==> src/source/ula_pkg.sv <==
package ula_pkg;

	typedef logic [8:0] hcount_t;
	typedef logic [9:0] hcount2_t;
	typedef logic [8:0] vcount_t;
	typedef logic [7:0] byte_t;
	typedef logic [15:0] cpu_addr_t;
	typedef logic [18:0] vram_addr_t;
	typedef logic [5:0] ram_page_t;
	// i, g, r, b from msb down
	typedef logic [3:0] rgbi_t;
	typedef logic [2:0] rambank_t;

	// screen fetch sub-cycle
	typedef enum logic [1:0] {IDLE, ATTR, BITMAP} fetch_phase_e;

	localparam int H_AREA = 256;
	localparam int V_AREA = 192;
	localparam int SCREEN_DELAY = 8;

	// 128K raster
	localparam int H_LBORDER_128 = 48 - SCREEN_DELAY;
	localparam int H_RBORDER_128 = 48 + SCREEN_DELAY;
	localparam int H_BLANK1_128 = 28;
	localparam int H_SYNC_128 = 33;
	localparam int H_BLANK2_128 = 43;
	localparam int H_TOTAL_128 = H_AREA + H_RBORDER_128 + H_BLANK1_128 + H_SYNC_128
		+ H_BLANK2_128 + H_LBORDER_128;
	localparam int V_BBORDER_128 = 56;
	localparam int V_SYNC_128 = 8;
	localparam int V_TBORDER_128 = 55;
	localparam int V_TOTAL_128 = V_AREA + V_BBORDER_128 + V_SYNC_128 + V_TBORDER_128;

	// Pentagon raster
	localparam int H_LBORDER_PENT = 72 - SCREEN_DELAY;
	localparam int H_RBORDER_PENT = 56 + SCREEN_DELAY;
	localparam int H_BLANK1_PENT = 8;
	localparam int H_SYNC_PENT = 33;
	localparam int H_BLANK2_PENT = 23;
	localparam int H_TOTAL_PENT = H_AREA + H_RBORDER_PENT + H_BLANK1_PENT + H_SYNC_PENT
		+ H_BLANK2_PENT + H_LBORDER_PENT;
	localparam int V_BBORDER_PENT = 56;
	localparam int V_SYNC_PENT = 8;
	localparam int V_TBORDER_PENT = 64;
	localparam int V_TOTAL_PENT = V_AREA + V_BBORDER_PENT + V_SYNC_PENT + V_TBORDER_PENT;

	// sync and blank windows in columns and lines
	localparam int H_BLANK_START_128 = H_AREA + H_RBORDER_128;
	localparam int H_SYNC_START_128 = H_BLANK_START_128 + H_BLANK1_128;
	localparam int H_SYNC_STOP_128 = H_SYNC_START_128 + H_SYNC_128;
	localparam int H_BLANK_STOP_128 = H_SYNC_STOP_128 + H_BLANK2_128;
	localparam int V_SYNC_START_128 = V_AREA + V_BBORDER_128;
	localparam int V_SYNC_STOP_128 = V_SYNC_START_128 + V_SYNC_128;
	localparam int H_BLANK_START_PENT = H_AREA + H_RBORDER_PENT;
	localparam int H_SYNC_START_PENT = H_BLANK_START_PENT + H_BLANK1_PENT;
	localparam int H_SYNC_STOP_PENT = H_SYNC_START_PENT + H_SYNC_PENT;
	localparam int H_BLANK_STOP_PENT = H_SYNC_STOP_PENT + H_BLANK2_PENT;
	localparam int V_SYNC_START_PENT = V_AREA + V_BBORDER_PENT;
	localparam int V_SYNC_STOP_PENT = V_SYNC_START_PENT + V_SYNC_PENT;

	// frame interrupt, line and column window
	localparam int INT_LINE_128 = 248;
	localparam int INT_FROM_128 = 5;
	localparam int INT_TO_128 = 64;
	localparam int INT_LINE_PENT = 239;
	localparam int INT_FROM_PENT = 318;
	localparam int INT_TO_PENT = 384;

	// port decode: #FE on a0 low, #FF on a0 high, #7FFD on a1 and a15 low
	localparam int FE_DECODE_BIT = 0;
	localparam int FF_DECODE_BIT = 0;
	localparam int P7FFD_DECODE_BIT = 1;
	localparam int P7FFD_HIGH_BIT = 15;

	// port #FE layout, border in 2..0
	localparam int FE_TAPE_OUT = 3;
	localparam int FE_BEEPER = 4;

	// port #7FFD layout
	localparam int P7FFD_BANK_MSB = 2;
	localparam int P7FFD_VBANK = 3;
	localparam int P7FFD_ROM = 4;
	localparam int P7FFD_LOCK = 5;

	// fixed banks behind 4000 and 8000, RAM sits in the top half of the chip
	localparam rambank_t BANK_4000 = 3'd5;
	localparam rambank_t BANK_8000 = 3'd2;
	localparam logic [1:0] RAM_PAGE_HI = 2'b11;

endpackage

==> src/source/vram_if.sv <==
interface vram_if;
	logic screen_req;
	ula_pkg::vram_addr_t screen_addr;
	logic screen_grant;
	logic cpu_sel;
	ula_pkg::ram_page_t cpu_page;
	logic cpu_rd;
	logic cpu_wr;
	ula_pkg::byte_t vram_d;

	modport fetch (
		output screen_req,
		output screen_addr,
		input screen_grant,
		input cpu_sel,
		input vram_d
	);

	modport mapper (
		output cpu_sel,
		output cpu_page,
		output cpu_rd,
		output cpu_wr
	);

	modport arbiter (
		input screen_req,
		input screen_addr,
		input cpu_sel,
		input cpu_page,
		input cpu_rd,
		input cpu_wr,
		output screen_grant
	);
endinterface

==> src/source/io_ports.sv <==
module io_ports (
	input logic clk14,
	input logic rst_n,
	input ula_pkg::cpu_addr_t cpu_a,
	input logic n_iorq,
	input logic n_rd,
	input logic n_wr,
	input logic n_m1,
	input ula_pkg::byte_t cpu_d_in,
	input logic [4:0] kd,
	input logic tape_in,
	input ula_pkg::byte_t attr_latch,
	output ula_pkg::byte_t cpu_d_out,
	output logic cpu_d_oe,
	output ula_pkg::rambank_t border,
	output logic beeper,
	output logic tape_out,
	output ula_pkg::rambank_t rambank,
	output logic video_bank,
	output logic rom_bank
);

	logic io_cyc;
	logic fe_cs;
	logic p7ffd_cs;
	logic ff_cs;
	logic fe_rd;
	logic ff_rd;
	logic [ula_pkg::FE_BEEPER:0] port_fe;
	logic [ula_pkg::P7FFD_LOCK:0] port_7ffd;

	// m1 with iorq is an interrupt acknowledge, not a port cycle
	assign io_cyc = !n_iorq && n_m1;
	assign fe_cs = io_cyc && !cpu_a[ula_pkg::FE_DECODE_BIT];
	assign p7ffd_cs = io_cyc && !cpu_a[ula_pkg::P7FFD_DECODE_BIT] &&
		!cpu_a[ula_pkg::P7FFD_HIGH_BIT];
	// unclaimed reads and interrupt acknowledge see the floating bus
	assign ff_cs = !n_iorq && ((cpu_a[ula_pkg::FF_DECODE_BIT] && !n_rd) || !n_m1);

	always_ff @(posedge clk14 or negedge rst_n) begin
		if (!rst_n) begin
			port_fe <= '0;
			port_7ffd <= '0;
			fe_rd <= 1'b0;
			ff_rd <= 1'b0;
		end else begin
			if (fe_cs && !n_wr)
				port_fe <= cpu_d_in[ula_pkg::FE_BEEPER:0];
			// once locked, #7FFD stays until reset
			if (p7ffd_cs && !n_wr && !port_7ffd[ula_pkg::P7FFD_LOCK])
				port_7ffd <= cpu_d_in[ula_pkg::P7FFD_LOCK:0];
			fe_rd <= fe_cs && !n_rd;
			ff_rd <= ff_cs && !(fe_cs && !n_rd);
		end
	end

	assign cpu_d_oe = fe_rd | ff_rd;
	assign cpu_d_out = fe_rd ? {1'b1, tape_in, 1'b1, kd} : attr_latch;

	assign border = port_fe[2:0];
	assign beeper = port_fe[ula_pkg::FE_BEEPER];
	// MIC output mixed with the EAR input
	assign tape_out = port_fe[ula_pkg::FE_TAPE_OUT] ^ tape_in;

	assign rambank = port_7ffd[ula_pkg::P7FFD_BANK_MSB:0];
	assign video_bank = port_7ffd[ula_pkg::P7FFD_VBANK];
	assign rom_bank = port_7ffd[ula_pkg::P7FFD_ROM];

endmodule

==> src/source/mem_mapper.sv <==
module mem_mapper (
	input logic clk14,
	input ula_pkg::cpu_addr_t cpu_a,
	input logic n_mreq,
	input logic n_rfsh,
	input logic n_rd,
	input logic n_wr,
	input ula_pkg::rambank_t rambank,
	input logic rom_bank,
	vram_if.mapper vif,
	output logic n_romcs,
	output logic [2:0] ra
);

	logic rom_cycle;
	logic ram_cycle;
	ula_pkg::rambank_t bank;
	logic romcs_q;
	logic sel_q;
	logic rd_q;
	logic wr_q;
	ula_pkg::ram_page_t page_q;

	// refresh cycles never reach ROM or RAM
	assign rom_cycle = !n_mreq && n_rfsh && cpu_a[15:14] == 2'b00;
	assign ram_cycle = !n_mreq && n_rfsh && cpu_a[15:14] != 2'b00;

	always_comb begin
		case (cpu_a[15:14])
			2'b01: bank = ula_pkg::BANK_4000;
			2'b10: bank = ula_pkg::BANK_8000;
			// C000, the ROM quarter never uses it
			default: bank = rambank;
		endcase
	end

	// sampled half a clock after the CPU strobes settle
	always_ff @(negedge clk14) begin
		romcs_q <= !rom_cycle;
		sel_q <= ram_cycle;
		rd_q <= ram_cycle && !n_rd;
		wr_q <= ram_cycle && !n_wr;
		page_q <= {ula_pkg::RAM_PAGE_HI, bank, cpu_a[13]};
	end

	// strobes drop as soon as the CPU ends the cycle
	assign n_romcs = romcs_q | n_mreq;
	assign ra = {2'b00, rom_bank};

	assign vif.cpu_sel = sel_q;
	assign vif.cpu_page = page_q;
	assign vif.cpu_rd = rd_q & !n_rd;
	assign vif.cpu_wr = wr_q & !n_wr;

endmodule

==> src/source/raster_timing.sv <==
module raster_timing (
	input logic clk14,
	input logic rst_n,
	input logic timing_128,
	output ula_pkg::hcount_t hc,
	output logic hc0_odd,
	output ula_pkg::vcount_t vc,
	output logic line_end,
	output logic blank,
	output logic screen_load,
	output logic hsync,
	output logic vsync,
	output logic csync,
	output logic n_int,
	output logic blink,
	output logic clkcpu
);

	ula_pkg::hcount2_t hc0;
	logic last_line;
	logic hsync0;
	logic vsync0;
	logic int_window;
	logic int0;
	logic [4:0] blink_cnt;

	// one column is two pixel clocks
	assign hc = hc0[9:1];
	assign hc0_odd = hc0[0];

	always_comb begin
		if (timing_128) begin
			line_end = hc0 >= 2 * ula_pkg::H_TOTAL_128 - 1;
			last_line = vc >= ula_pkg::V_TOTAL_128 - 1;
			hsync0 = hc >= ula_pkg::H_SYNC_START_128 && hc < ula_pkg::H_SYNC_STOP_128;
			vsync0 = vc >= ula_pkg::V_SYNC_START_128 && vc < ula_pkg::V_SYNC_STOP_128;
			blank = vsync0 ||
				(hc >= ula_pkg::H_BLANK_START_128 && hc < ula_pkg::H_BLANK_STOP_128);
			int_window = vc == ula_pkg::INT_LINE_128 &&
				hc >= ula_pkg::INT_FROM_128 && hc < ula_pkg::INT_TO_128;
		end else begin
			line_end = hc0 >= 2 * ula_pkg::H_TOTAL_PENT - 1;
			last_line = vc >= ula_pkg::V_TOTAL_PENT - 1;
			hsync0 = hc >= ula_pkg::H_SYNC_START_PENT && hc < ula_pkg::H_SYNC_STOP_PENT;
			vsync0 = vc >= ula_pkg::V_SYNC_START_PENT && vc < ula_pkg::V_SYNC_STOP_PENT;
			blank = vsync0 ||
				(hc >= ula_pkg::H_BLANK_START_PENT && hc < ula_pkg::H_BLANK_STOP_PENT);
			int_window = vc == ula_pkg::INT_LINE_PENT &&
				hc >= ula_pkg::INT_FROM_PENT && hc < ula_pkg::INT_TO_PENT;
		end
	end

	// the last half-pixel of the line also fetches the first byte of the next one
	assign screen_load = vc < ula_pkg::V_AREA && (hc < ula_pkg::H_AREA || line_end);

	always_ff @(posedge clk14 or negedge rst_n) begin
		if (!rst_n) begin
			hc0 <= '0;
			vc <= '0;
		end else if (line_end) begin
			hc0 <= '0;
			if (last_line)
				vc <= '0;
			else
				vc <= vc + 1'b1;
		end else begin
			hc0 <= hc0 + 1'b1;
		end
	end

	// syncs move on column boundaries only
	always_ff @(posedge clk14 or negedge rst_n) begin
		if (!rst_n) begin
			hsync <= 1'b0;
			vsync <= 1'b0;
			csync <= 1'b0;
		end else if (hc0_odd) begin
			hsync <= hsync0;
			vsync <= vsync0;
			csync <= hsync0 ^ vsync0;
		end
	end

	always_ff @(posedge clk14 or negedge rst_n) begin
		if (!rst_n) begin
			int0 <= 1'b0;
			n_int <= 1'b1;
			blink_cnt <= '0;
			clkcpu <= 1'b0;
		end else begin
			int0 <= int_window;
			n_int <= ~int0;
			if (line_end && last_line)
				blink_cnt <= blink_cnt + 1'b1;
			// half the column rate, 3.5 MHz
			clkcpu <= hc[0];
		end
	end

	// flash phase flips every 16 frames
	assign blink = blink_cnt[4];

endmodule

==> src/source/screen_fetch.sv <==
module screen_fetch (
	input logic clk14,
	input logic rst_n,
	input ula_pkg::hcount_t hc,
	input logic hc0_odd,
	input ula_pkg::vcount_t vc,
	input logic line_end,
	input logic blank,
	input logic screen_load,
	input logic blink,
	input ula_pkg::rambank_t border,
	input logic video_bank,
	vram_if.fetch vif,
	output ula_pkg::rgbi_t rgbi,
	output ula_pkg::byte_t attr_latch
);

	ula_pkg::fetch_phase_e phase;
	logic [13:0] bitmap_ofs;
	logic [13:0] attr_ofs;
	ula_pkg::byte_t attr_next;
	ula_pkg::byte_t bitmap_next;
	ula_pkg::byte_t attr;
	ula_pkg::byte_t bitmap;
	logic screen_show;
	logic screen_update;
	logic pixel;
	logic [2:0] colour;

	// attr on even half-pixels, bitmap on odd ones, only while the CPU is off video RAM
	always_ff @(posedge clk14 or negedge rst_n) begin
		if (!rst_n)
			phase <= ula_pkg::IDLE;
		else if (screen_load && !vif.cpu_sel)
			phase <= hc0_odd ? ula_pkg::ATTR : ula_pkg::BITMAP;
		else
			phase <= ula_pkg::IDLE;
	end

	// spectrum screen layout inside a 16K bank
	assign bitmap_ofs = {1'b0, vc[7:6], vc[2:0], vc[5:3], hc[7:3]};
	assign attr_ofs = {4'b0110, vc[7:3], hc[7:3]};

	assign vif.screen_req = phase != ula_pkg::IDLE;
	// bank 5, or bank 7 for the shadow screen
	assign vif.screen_addr = {ula_pkg::RAM_PAGE_HI, 1'b1, video_bank, 1'b1,
		phase == ula_pkg::ATTR ? attr_ofs : bitmap_ofs};

	always_ff @(posedge clk14) begin
		if (vif.screen_grant && phase == ula_pkg::ATTR)
			attr_next <= vif.vram_d;
		else if (!screen_load)
			attr_next <= 8'hff;
		if (vif.screen_grant && phase == ula_pkg::BITMAP)
			bitmap_next <= vif.vram_d;
	end

	// floating bus value for port #FF
	assign attr_latch = attr_next;

	assign screen_show = vc < ula_pkg::V_AREA && hc >= ula_pkg::SCREEN_DELAY - 1 &&
		hc < ula_pkg::H_AREA + ula_pkg::SCREEN_DELAY - 1;
	// last even half-pixel of each 8-column group
	assign screen_update = screen_load && hc[2:0] == 3'b111 && !hc0_odd;

	always_ff @(posedge clk14 or negedge rst_n) begin
		if (!rst_n) begin
			attr <= '0;
			bitmap <= '0;
		end else begin
			// border is drawn as paper with an empty bitmap
			if (!screen_show)
				attr <= {2'b00, border, 3'b000};
			else if (screen_update)
				attr <= attr_next;
			if (screen_update)
				bitmap <= bitmap_next;
			else if (line_end)
				bitmap <= '0;
			else if (hc0_odd)
				bitmap <= {bitmap[6:0], 1'b0};
		end
	end

	assign pixel = bitmap[7] ^ (attr[7] & blink);
	assign colour = pixel ? attr[2:0] : attr[5:3];

	always_ff @(posedge clk14 or negedge rst_n) begin
		if (!rst_n)
			rgbi <= '0;
		else if (hc0_odd) begin
			if (blank)
				rgbi <= '0;
			else
				rgbi <= {(|colour) & attr[6], colour};
		end
	end

endmodule

==> src/source/vram_arbiter.sv <==
module vram_arbiter (
	input logic clk14,
	input logic rst_n,
	vram_if.arbiter vif,
	output ula_pkg::vram_addr_t va_out,
	output logic n_vrd,
	output logic n_vwr
);

	ula_pkg::ram_page_t last_page;
	ula_pkg::ram_page_t cpu_page;

	// screen requests only come in CPU-idle slots, so no queueing here
	assign vif.screen_grant = vif.screen_req;

	always_ff @(posedge clk14 or negedge rst_n) begin
		if (!rst_n)
			last_page <= '0;
		else if (vif.cpu_sel)
			last_page <= vif.cpu_page;
	end

	// keep the page steady between CPU accesses
	assign cpu_page = vif.cpu_sel ? vif.cpu_page : last_page;

	// a12..a0 of a CPU access come from the CPU address bus directly
	assign va_out = vif.screen_grant ? vif.screen_addr : {cpu_page, 13'd0};

	assign n_vrd = !(vif.cpu_rd && !vif.screen_grant);
	assign n_vwr = !(vif.cpu_wr && !vif.screen_grant);

endmodule

==> src/source/zx_ula_top.sv <==
module zx_ula_top (
	input logic clk14,
	input logic rst_n,
	input logic timing_128,
	input ula_pkg::cpu_addr_t cpu_a,
	input ula_pkg::byte_t cpu_d_in,
	input logic n_mreq,
	input logic n_iorq,
	input logic n_rd,
	input logic n_wr,
	input logic n_m1,
	input logic n_rfsh,
	input logic [4:0] kd,
	input logic tape_in,
	input ula_pkg::byte_t vram_d,
	output logic clkcpu,
	output logic n_int,
	output ula_pkg::byte_t cpu_d_out,
	output logic cpu_d_oe,
	output ula_pkg::vram_addr_t va_out,
	output logic n_vrd,
	output logic n_vwr,
	output logic n_romcs,
	output logic [2:0] ra,
	output logic r,
	output logic g,
	output logic b,
	output logic i,
	output logic hsync,
	output logic vsync,
	output logic csync,
	output logic beeper,
	output logic tape_out
);

	vram_if vif ();

	ula_pkg::hcount_t hc;
	logic hc0_odd;
	ula_pkg::vcount_t vc;
	logic line_end;
	logic blank;
	logic screen_load;
	logic blink;
	ula_pkg::rambank_t border;
	ula_pkg::rambank_t rambank;
	logic video_bank;
	logic rom_bank;
	ula_pkg::byte_t attr_latch;
	ula_pkg::rgbi_t rgbi;

	// memory data pins feed the fetch through the interface
	assign vif.vram_d = vram_d;
	assign {i, g, r, b} = rgbi;

	// connections by matching names
	raster_timing u_raster (
		.*
	);

	screen_fetch u_fetch (
		.*
	);

	io_ports u_io (
		.*
	);

	mem_mapper u_mapper (
		.*
	);

	vram_arbiter u_arbiter (
		.*
	);

endmodule
==> config.mk <==
export PLATFORM = sky130hd
export DESIGN_NAME = zx_ula_top
export DESIGN_NICKNAME = d
export VERILOG_FILES = /design/src/source/ula_pkg.sv /design/src/source/vram_if.sv /design/src/source/io_ports.sv /design/src/source/mem_mapper.sv /design/src/source/raster_timing.sv /design/src/source/screen_fetch.sv /design/src/source/vram_arbiter.sv /design/src/source/zx_ula_top.sv
export SDC_FILE = /design/constraint.sdc
export NUM_CORES = 1
export LEC_CHECK = 0
export ABC_AREA = 1
export ABC_CLOCK_PERIOD_IN_PS = 2550
export BUFFER_PORTS_ARGS = -buffer_cell sky130_fd_sc_hd__buf_2
export CAP_MARGIN = 20
export CORE_MARGIN = 4
export CORE_UTILIZATION = 45
export CTS_BUF_LIST = sky130_fd_sc_hd__clkbuf_4 sky130_fd_sc_hd__clkbuf_8
export DETAILED_ROUTE_END_ITERATION = 7
export HOLD_SLACK_MARGIN = 0.05
export MAX_ROUTING_LAYER = met4
export PLACE_DENSITY = 0.67
export REMOVE_ABC_BUFFERS = 1
export SLEW_MARGIN = 20
export SYNTH_ARGS = -nofsm -noshare
export SYNTH_HDL_FRONTEND = slang
export SYNTH_SLANG_ARGS = --single-unit
==> constraint.sdc <==
create_clock -name clk14 -period 2.55 [get_ports clk14]
set_clock_uncertainty 0.2 [all_clocks]
set_input_delay 0.1275 -clock clk14 [delete_from_list [all_inputs] [get_ports clk14]]
set_output_delay 0.1275 -clock clk14 [all_outputs]
set_load 0.02 [all_outputs]
==> metrics, run 1 <==
crit-path cells=buf_6 -> nand2_4 -> a31oi_4 -> buf_6; Max stage delay cell, worst path=dfxtp_2; main combinational cell family by area after synthesis=simple AND/OR/NAND/NOR gates; vias in the first global route=3,793; IO Pins=92; ys async rst share=74.7%; maximum clock insertion buffer count=2; GPL Wtd Cong=0.898; DRC viols=0; Sw Ratio=26.1%; top_reg_cell synth=dfrtp_1; DR vias=3,828; Flop pwr share=54.5%; failing checks=setup timing; Post-DP Area=5150 um^2; register area share after synthesis=52.5%; largest net degree at the start of global routing=44; pre-CTS setup slack=0.0426 ns; Mapped Avg Cell Area=8.72 um^2; Clock power frac=36.6%; Worst-Skew Late Latency=0.41 ns; row count=36; total global routing overflow=0; Psw=769 uW; crit-path max FO=4; Worst-Margin Slew=0.688 ns; total wire length=10.3 mm; logic gate share of total power=8.9%; Critical Path Max Stage Delay=0.33 ns; wire per inst=13.3 um; Setup crit start kind=flip-flop; crit path kind=reg2out; VDD IR max=297 uV; die area=11,900 um^2; Die Ht=109 um; Final Max Slew Viols=0; static leakage=0.00290 uW; vias per inst=4.93; CTS Buf Count=9; Synth Area in Compound Gates=6.90%; layout cell share with drive strength beyond 1=23.0%; XOR/XNOR Fraction of Synth Area=2.28%; crit path buf inv count=2; most common cell after layout, fill and taps aside=nand2_1; Final Setup Violations=7; kind of end point of the critical path=primary output; EDFF count, synth=16; CP delay by family, top=flip-flops; first-pass GRT wire length=17.5 mm; final instance area=5680 um^2; outcome=finished, violations left; setup bufs post-CTS=0; die width=109 um; FILL cells=898; clock sink count=95; clk slew on worst S/H paths=0.09 ns; Synth Area in Adders=1.90%; Synth Instances=528; Final Hold Fails=0; multiplexer share of the synthesized area=0.245%; Hold Slack=0.108 ns; Yosys cell types=43; starting density of the core=46.7%; Core Region=9860 um^2; 1st-iter DRT viols=250; CP most frequent cell=buf_6; Port-buffer cells=76; P&R area growth vs syn=23.3%; Post-Synth Simple-Gate Area=28.0%; H-tree levels=3; commonest non-fill, non-tap cells in the layout=116 x nand2_1, 72 x inv_1, 70 x dfrtp_1; Final nets=692; Arr. time, crit path=2.50 ns; max_slew headroom=54.1%; pwr dens=519 nW/um^2; Layout Cells excl Fill=776; CP Data Required Time=2.22 ns; antenna-violating nets left=0; Ant. Diodes=0; Placed Cells=733; CTS tree=yes; synth warn=0; Final HPWL DP=7.49 mm; min-delay worst type=in2reg; post-synthesis register bit count=95; Tot GR Track Use=19.1%; Cell Area, Synth=4600 um^2; Max Cap Violations=0; setup ws final=-0.279 ns; Pint=2180 uW; initial antenna violation count=0; Clock Tree Root=clkbuf_8; drt pass-1 iters=4; RSZ-0062 raised after global routing=true
cells in the mapped netlist (4+ instances only):
cell type  count  area share (%)
nor2_4         4            0.98
nand3_1       47             5.1
or2_2         10             1.4
dfrtp_1       70              38
clkbuf_1       6            0.49
nor2_1        43             3.5
nor2_2         4            0.54
edfxtp_1      16              10
xor2_1         9             1.7
inv_1         65             5.3
nand4_1       16             2.2
o21ai_1        9            0.98
nand2_1      118             9.6
a21oi_1        7            0.76
buf_4          5            0.82
nor3_1         8            0.87
o21ai_0       33             3.6
ha_1           7             1.9
dfxtp_1        8             3.5
sequential cells by signal, summed over array words and instances, names as in the netlist, 2 cells and up:
signal	count
u_mapper.vif.cpu_page	4
u_fetch.rgbi	4
u_fetch.attr	8
u_fetch.bitmap	8
u_fetch.bitmap_next	8
u_io.port_fe	5
u_raster.hc0	10
u_raster.blink_cnt	5
u_fetch.phase	2
u_fetch.attr_latch	8
u_io.port_7ffd	6
u_arbiter.last_page	6
u_raster.vc	9
layer usage:
layer / vias to the layer above / GRT usage (%) / wire length (um)
li1: 1924 / - / -
met1: 1809 / 24.0 / 4570
met2: 91 / 30.9 / 5130
met3: 4 / 3.20 / 557
met4: 0 / 7.94 / 78
met5: - / - / 0
path summary, 6_finish.rpt:
path | start | end | slack, ns | cells after the start
setup reg to reg | u_mapper.vif.cpu_sel | u_arbiter.last_page[2] | 0.32 | 3
hold reg to reg | u_raster.int0 | u_raster.n_int | 0.16 | 1
min in group asynchronous | rst_n | u_raster.vsync | 0.13 | 2
hold / removal | cpu_a[1] | u_io.port_7ffd[5] | 0.11 | 4
max in group asynchronous | rst_n | u_raster.n_int | 1.31 | 3
setup / recovery | u_mapper.vif.cpu_sel | va_out[15] | -0.28 | 4
kinds of logic (layout without fill, tap and decap cells):
kind of cell / count (synthesis) / after routing
muxes: 1 / 1
xor gates and xnor gates: 12 / 12
AOI/OAI and AO/OA: 58 / 58
and+or+nand+nor: 267 / 267
adders and majority gates: 7 / 7
other: 1 / 2
DFF: 95 / 95
buffers and inverters: 87 / 201
power by group through the flow:
stage          clock network [uW]  registers [uW]  logic [uW]
2_1_floorplan                21.8            1650         103
3_3_place_gp                 21.8            1640         220
3_5_place_dp                 21.8            1640         225
4_1_cts                      1100            1610         254
5_1_grt                      1180            1610         294
6_report                     1080            1610         261
worst reg2reg max path: stages (launching register included):
cell,delay [ns]
dfxtp_2,0.33
clkinv_2,0.10
nand2_1,0.13
nand2_1,0.06
final cells by class:
type	instances	area, um^2	share of cell area, %
Clock buffer	9	124	2.18
Clock inverter	15	110	1.94
Inverter	70	272	4.78
Multi-Input combinational cell	347	1860	32.8
Sequential cell	95	2420	42.7
Tap cell	133	166	2.93
Timing Repair Buffer	107	718	12.7
stage by stage:
stage	util, %	setup TNS [ns]	total power (uW)
2_1_floorplan	-	0	1770
4_1_cts	57.0	-1.65	2970
3_5_place_dp	52.2	0	1880
5_1_grt	57.5	-2.06	3090
3_3_place_gp	52.2	0	1880
6_report	57.5	-1.57	2950
timing repair:
| item | 4_1_cts | 5_1_grt |
|---|---|---|
| hold buffers | 20 | 0 |
| endpoints found under the hold margin | 58 | 0 |
| setup endpoints to repair | 8 | 9 |
| pin swaps | 2 | 3 |
| resized for setup | 15 | 12 |
(Power assumes the default switching activity.)
==> inputs of run 2 (changes only) <==
--- a/config.mk
+++ b/config.mk
@@ -9,13 +9,15 @@
 export ABC_CLOCK_PERIOD_IN_PS = 2550
 export BUFFER_PORTS_ARGS = -buffer_cell sky130_fd_sc_hd__buf_2
 export CAP_MARGIN = 20
+export CELL_PAD_IN_SITES_DETAIL_PLACEMENT = 1
+export CELL_PAD_IN_SITES_GLOBAL_PLACEMENT = 1
 export CORE_MARGIN = 4
-export CORE_UTILIZATION = 45
+export CORE_UTILIZATION = 43
 export CTS_BUF_LIST = sky130_fd_sc_hd__clkbuf_4 sky130_fd_sc_hd__clkbuf_8
 export DETAILED_ROUTE_END_ITERATION = 7
 export HOLD_SLACK_MARGIN = 0.05
 export MAX_ROUTING_LAYER = met4
-export PLACE_DENSITY = 0.67
+export PLACE_DENSITY_LB_ADDON = 0.1
 export REMOVE_ABC_BUFFERS = 1
 export SLEW_MARGIN = 20
 export SYNTH_ARGS = -nofsm -noshare
==> run 2 against run 1 <==
Net effect: clock-buffer cell count unchanged; largest power group unchanged; flip-flop and latch count is the same; sequential power barely moved; the run still ends with setup timing left; global-route usage rose by 1.8 points; core utilization is 2.5 points lower; clock power up 11%; final area is 0.60% higher; critical endpoint unchanged.
==> metrics, run 2 (same netlist as run 1, synthesis figures left out) <==
outcome=finished, violations left; failing checks=setup timing; total wire length=12.3 mm; Layout Cells excl Fill=780; vias in the first global route=4,185; vias per inst=5.05; drt pass-1 iters=4; max_slew headroom=53.6%; pre-CTS setup slack=0.0104 ns; die area=12,400 um^2; largest net degree at the start of global routing=31; crit-path max FO=4; min-delay worst type=in2async; IO Pins=92; Final nets=693; die width=111 um; Arr. time, crit path=2.55 ns; Post-DP Area=5140 um^2; VDD IR max=346 uV; crit path kind=reg2out; setup bufs post-CTS=0; Tot GR Track Use=20.9%; layout cell share with drive strength beyond 1=23.0%; Ant. Diodes=0; first-pass GRT wire length=20.7 mm; static leakage=0.00292 uW; H-tree levels=3; CP Data Required Time=2.22 ns; Worst-Margin Slew=0.693 ns; kind of end point of the critical path=primary output; DR vias=3,936; setup ws final=-0.325 ns; pwr dens=540 nW/um^2; 1st-iter DRT viols=163; DRC viols=0; Core Region=10,400 um^2; CTS Buf Count=9; row count=37; antenna-violating nets left=0; Largest regs=u_raster.hc0: 10 flops, u_raster.vc: 9 flops; Final Setup Violations=9; commonest non-fill, non-tap cells in the layout=116 x nand2_1, 72 x inv_1, 70 x dfrtp_1; wire per inst=15.8 um; CTS tree=yes; max reg flops=10; GPL Wtd Cong=0.841; final instance area=5710 um^2; Final Hold Fails=0; Clock Tree Root=clkbuf_8; Setup crit start kind=flip-flop; Port-buffer cells=76; maximum clock insertion buffer count=2; RSZ-0062 raised after global routing=true; Placed Cells=736; Final Max Slew Viols=0; P&R area growth vs syn=24.0%; total global routing overflow=0; Max Cap Violations=0; initial antenna violation count=0; Die Ht=111 um; Top reg by flops=u_raster.hc0; starting density of the core=44.4%; clock sink count=95; Final HPWL DP=8.89 mm; clk slew on worst S/H paths=0.10 ns; most common cell after layout, fill and taps aside=nand2_1; Hold Slack=0.0844 ns; Worst-Skew Late Latency=0.41 ns
## run 2: critical path, stage by stage, from the launching register on
cell     delay, ns
dfxtp_4       0.36
buf_6         0.11
nand2_4       0.05
a31oi_4       0.19
buf_6         0.14
## run 2: timing repair
item	CTS	global route
setup endpoints to repair	9	9
resized for setup	19	13
hold buffers	21	0
hold endpoints to repair	101	0
pin swaps	2	1
## run 2: through the flow
stage	util, %	power, uW	TNS, ns
after detailed placement	49.6	1890	0
after floorplan	-	1770	0
after global routing	55.1	3240	-2.43
after CTS	54.6	3090	-1.82
final	55.1	3090	-1.89
after global placement	49.6	1880	0
## run 2: final timing paths
kind	start	endpoint	slack, ns	cells past startpoint
min reg2reg	u_raster.int0	u_raster.n_int	0.16	1
min	rst_n	u_raster.n_int	0.08	2
max	u_mapper.vif.cpu_sel	va_out[15]	-0.33	4
max in group asynchronous	rst_n	u_raster.vc[8]	0.95	3
max reg2reg	u_mapper.vif.cpu_sel	u_arbiter.last_page[0]	0.28	3
min in group clk14	cpu_a[1]	u_io.port_7ffd[3]	0.14	4
## run 2: area by class of cell
type,count,area [um^2]
Fill cell,1233,4660
Clock inverter,15,131
Tap cell,136,170
Timing Repair Buffer,108,723
Sequential cell,95,2420
Multi-Input combinational cell,347,1860
Inverter,70,273
Clock buffer,9,124
## run 2: layer usage
layer  up-vias  share of wire, %  track usage [%]
li1       1924                 -                -
met1      1933                46             27.5
met2        66                50             34.7
met3        13               3.0             2.61
met4         0               1.2             5.11
met5         -                 0                -
## run 2: where the power goes
group,total (uW),switching [uW],internal [uW]
Combinational,271,159,112
Clock,1200,622,582
Sequential,1610,26.6,1580
Total,3090,808,2280
==> inputs of run 3 (changes only) <==
--- a/config.mk
+++ b/config.mk
@@ -22,4 +22,5 @@
 export SLEW_MARGIN = 20
 export SYNTH_ARGS = -nofsm -noshare
 export SYNTH_HDL_FRONTEND = slang
+export SYNTH_HIERARCHICAL = 1
 export SYNTH_SLANG_ARGS = --single-unit
==> run 3 against run 2 <==
Net effect: the flow still finishes with violations (setup timing); final cell count grew 22%; sequential power up 40%; critical path depth is 1 higher; sequential share of layout area fell by 5.0 points.
==> metrics, run 3 <==
total wire length=14.4 mm; Largest regs=u_raster/hc0: 10 flops, u_raster/vc: 9 flops; R2R Setup Slk=0.19 ns; outcome=finished, violations left; total power=6310 uW; GPL Wtd Cong=0.788; CP Launch Point=u_mapper/vif.cpu_sel; Core Region=12,100 um^2; synth warn=6; first-pass GRT wire length=24.4 mm; vias in the first global route=4,971; Worst Reg2Reg Path Length in Cells=15; wire per inst=15.1 um; ys async rst share=74.7%; most common cell after layout, fill and taps aside=nand2_1; DR vias=4,607; Setup crit start kind=flip-flop; 1st-iter DRT viols=190; gr busiest metal=met2; H-tree levels=3; max_slew headroom=56.4%; Critical Path Max Stage Delay=0.39 ns; Arr. time, crit path=2.48 ns; failing checks=setup timing; CP most frequent cell=nand2_2; min-delay worst type=in2async; register area share after synthesis=45.5%; Synth top area share=33.0%; static leakage=0.00339 uW; Mapped Avg Cell Area=7.99 um^2; FF-to-FF End=u_fetch/attr[4]; Worst-Margin Slew=0.655 ns; DRC viols=0; Final Setup Violations=9; final instance area=6470 um^2; Hold Slack=0.109 ns; clock sink count=95; grt met3 use=2.80%; kind of end point of the critical path=primary output; Tot GR Track Use=21.7%; Port-buffer cells=76; Area contributors post-synth=dfrtp_1 33%, nand2_1 14%, edfxtp_1 9.0%, inv_1 5.4%, buf_4 4.2%; Top reg by flops=u_raster/hc0; clk slew on worst S/H paths=0.10 ns; Worst-Skew Late Latency=0.41 ns; maximum clock insertion buffer count=2; Max stage delay cell, worst path=dfxtp_4; drt pass-1 iters=4; max reg flops=10; die area=14,200 um^2; pwr dens=975 nW/um^2; FILL cells=1,494; Max Cap Violations=0; total global routing overflow=0; met1 usage in global routing=26.2%; crit path kind=reg2out; EDFF count, synth=16; RR Startpoint=u_raster/hc0[1]; Synth Instances=665; CTS tree=yes; antenna-violating nets left=0; Yosys cell types=42; P&R area growth vs syn=21.9%; VDD IR max=484 uV; starting density of the core=44.0%; row count=40; crit-path max FO=7; Final Max Slew Viols=0; Final HPWL DP=10.0 mm; Synth area leader=dfrtp_1; vias per inst=4.84; setup ws final=-0.255 ns; die width=119 um; Clock Tree Root=clkbuf_8; most common cell in the netlist=nand2_1; RSZ-0062 raised after global routing=true; Final Hold Fails=0; largest net degree at the start of global routing=47; IO Pins=92; grt met2 use=37.9%; Post-DP Area=5750 um^2; Final nets=832; Critical Path End=va_out[15]; top_reg_cell synth=dfrtp_1; CTS Buf Count=9; commonest non-fill, non-tap cells in the layout=183 x nand2_1, 81 x inv_1, 70 x dfrtp_1; initial antenna violation count=1; Post-synth top cells=194 x nand2_1, 77 x inv_1, 70 x dfrtp_1; Die Ht=119 um; Cell Area, Synth=5310 um^2; layout cell share with drive strength beyond 1=25.4%; crit-path cells=inv_6 -> nand2_2 -> nand3_2 -> nand2_2 -> buf_6; post-synthesis register bit count=95; CP Data Required Time=2.22 ns
run 3: changes by cell type in the layout (fill, tap and decap cells not counted), moves of 11 or more:
| cell | change |
|---|---|
| a21oi_1 | +15 |
| dlygate4sd3_1 | +11 |
| inv_2 | +22 |
| nand2_1 | +67 |
| nand2_2 | +14 |
| nand3_1 | -12 |
run 3: worst min path at each step:
stage / start / to / slack, ns
floorplan: rst_n / u_arbiter/last_page[0] / -0.37
global placement: rst_n / u_raster/csync / -0.003
detailed placement: rst_n / u_raster/csync / -0.003
CTS: rst_n / u_raster/hsync / 0.13
global route: rst_n / u_arbiter/last_page[5] / 0.19
finish: rst_n / u_raster/hsync / 0.11
run 3: logic make-up after synthesis:
group / count (synthesis) / share of synthesized area (%)
simple gates: 354 / 31.8
other cells: 4 / 0.283
fa+ha+maj: 7 / 1.65
xor+xnor: 11 / 1.81
buf+inv: 140 / 13.2
compound gates: 54 / 5.68
flops: 95 / 45.5
run 3: report_power, final:
part / switching, uW / internal (uW)
clock network: 590 / 489
logic: 1890 / 1080
registers: 284 / 1980
run 3: critical path: cells and delay by family (launching register included):
kind / cells / cell delay [ns]
buffers and inverters: 2 / 0.17
AND/OR/NAND/NOR: 3 / 0.23
flip-flops: 1 / 0.39
run 3: metrics by stage:
stage	TNS (ns)	setup slack (ns)	utilization, %	instances
2_1_floorplan	0	0.0197	-	631
3_3_place_gp	0	0.0279	47.6	891
3_5_place_dp	-0.238	-0.0454	47.6	891
4_1_cts	-1.92	-0.258	53.0	947
5_1_grt	-2.44	-0.347	53.7	952
6_report	-1.78	-0.255	53.7	952
run 3: area by class of cell:
cell class	instances	area, um^2	area share, %
Clock buffer	10	131	2.03
Clock inverter	14	98.8	1.53
Antenna cell	1	2.50	0.0387
Sequential cell	95	2420	37.5
Timing Repair Buffer	129	927	14.3
Inverter	100	398	6.15
Tap cell	168	210	3.25
Multi-Input combinational cell	435	2280	35.2
run 3: repair_timing:
item                                    4_1_cts  5_1_grt
gates resized for setup                      31       17
buffers inserted                              1        4
pin swaps                                     5        7
hold buffers                                 32        0
endpoints found under the setup margin        9       26
endpoints found under the hold margin        56        0
run 3: routing by layer:
layer | wire [um] | vias to the layer above
met1 | 6340 | 2259
met5 | 0 | -
met2 | 7490 | 63
met3 | 333 | 19
li1 | - | 2266
met4 | 248 | 0
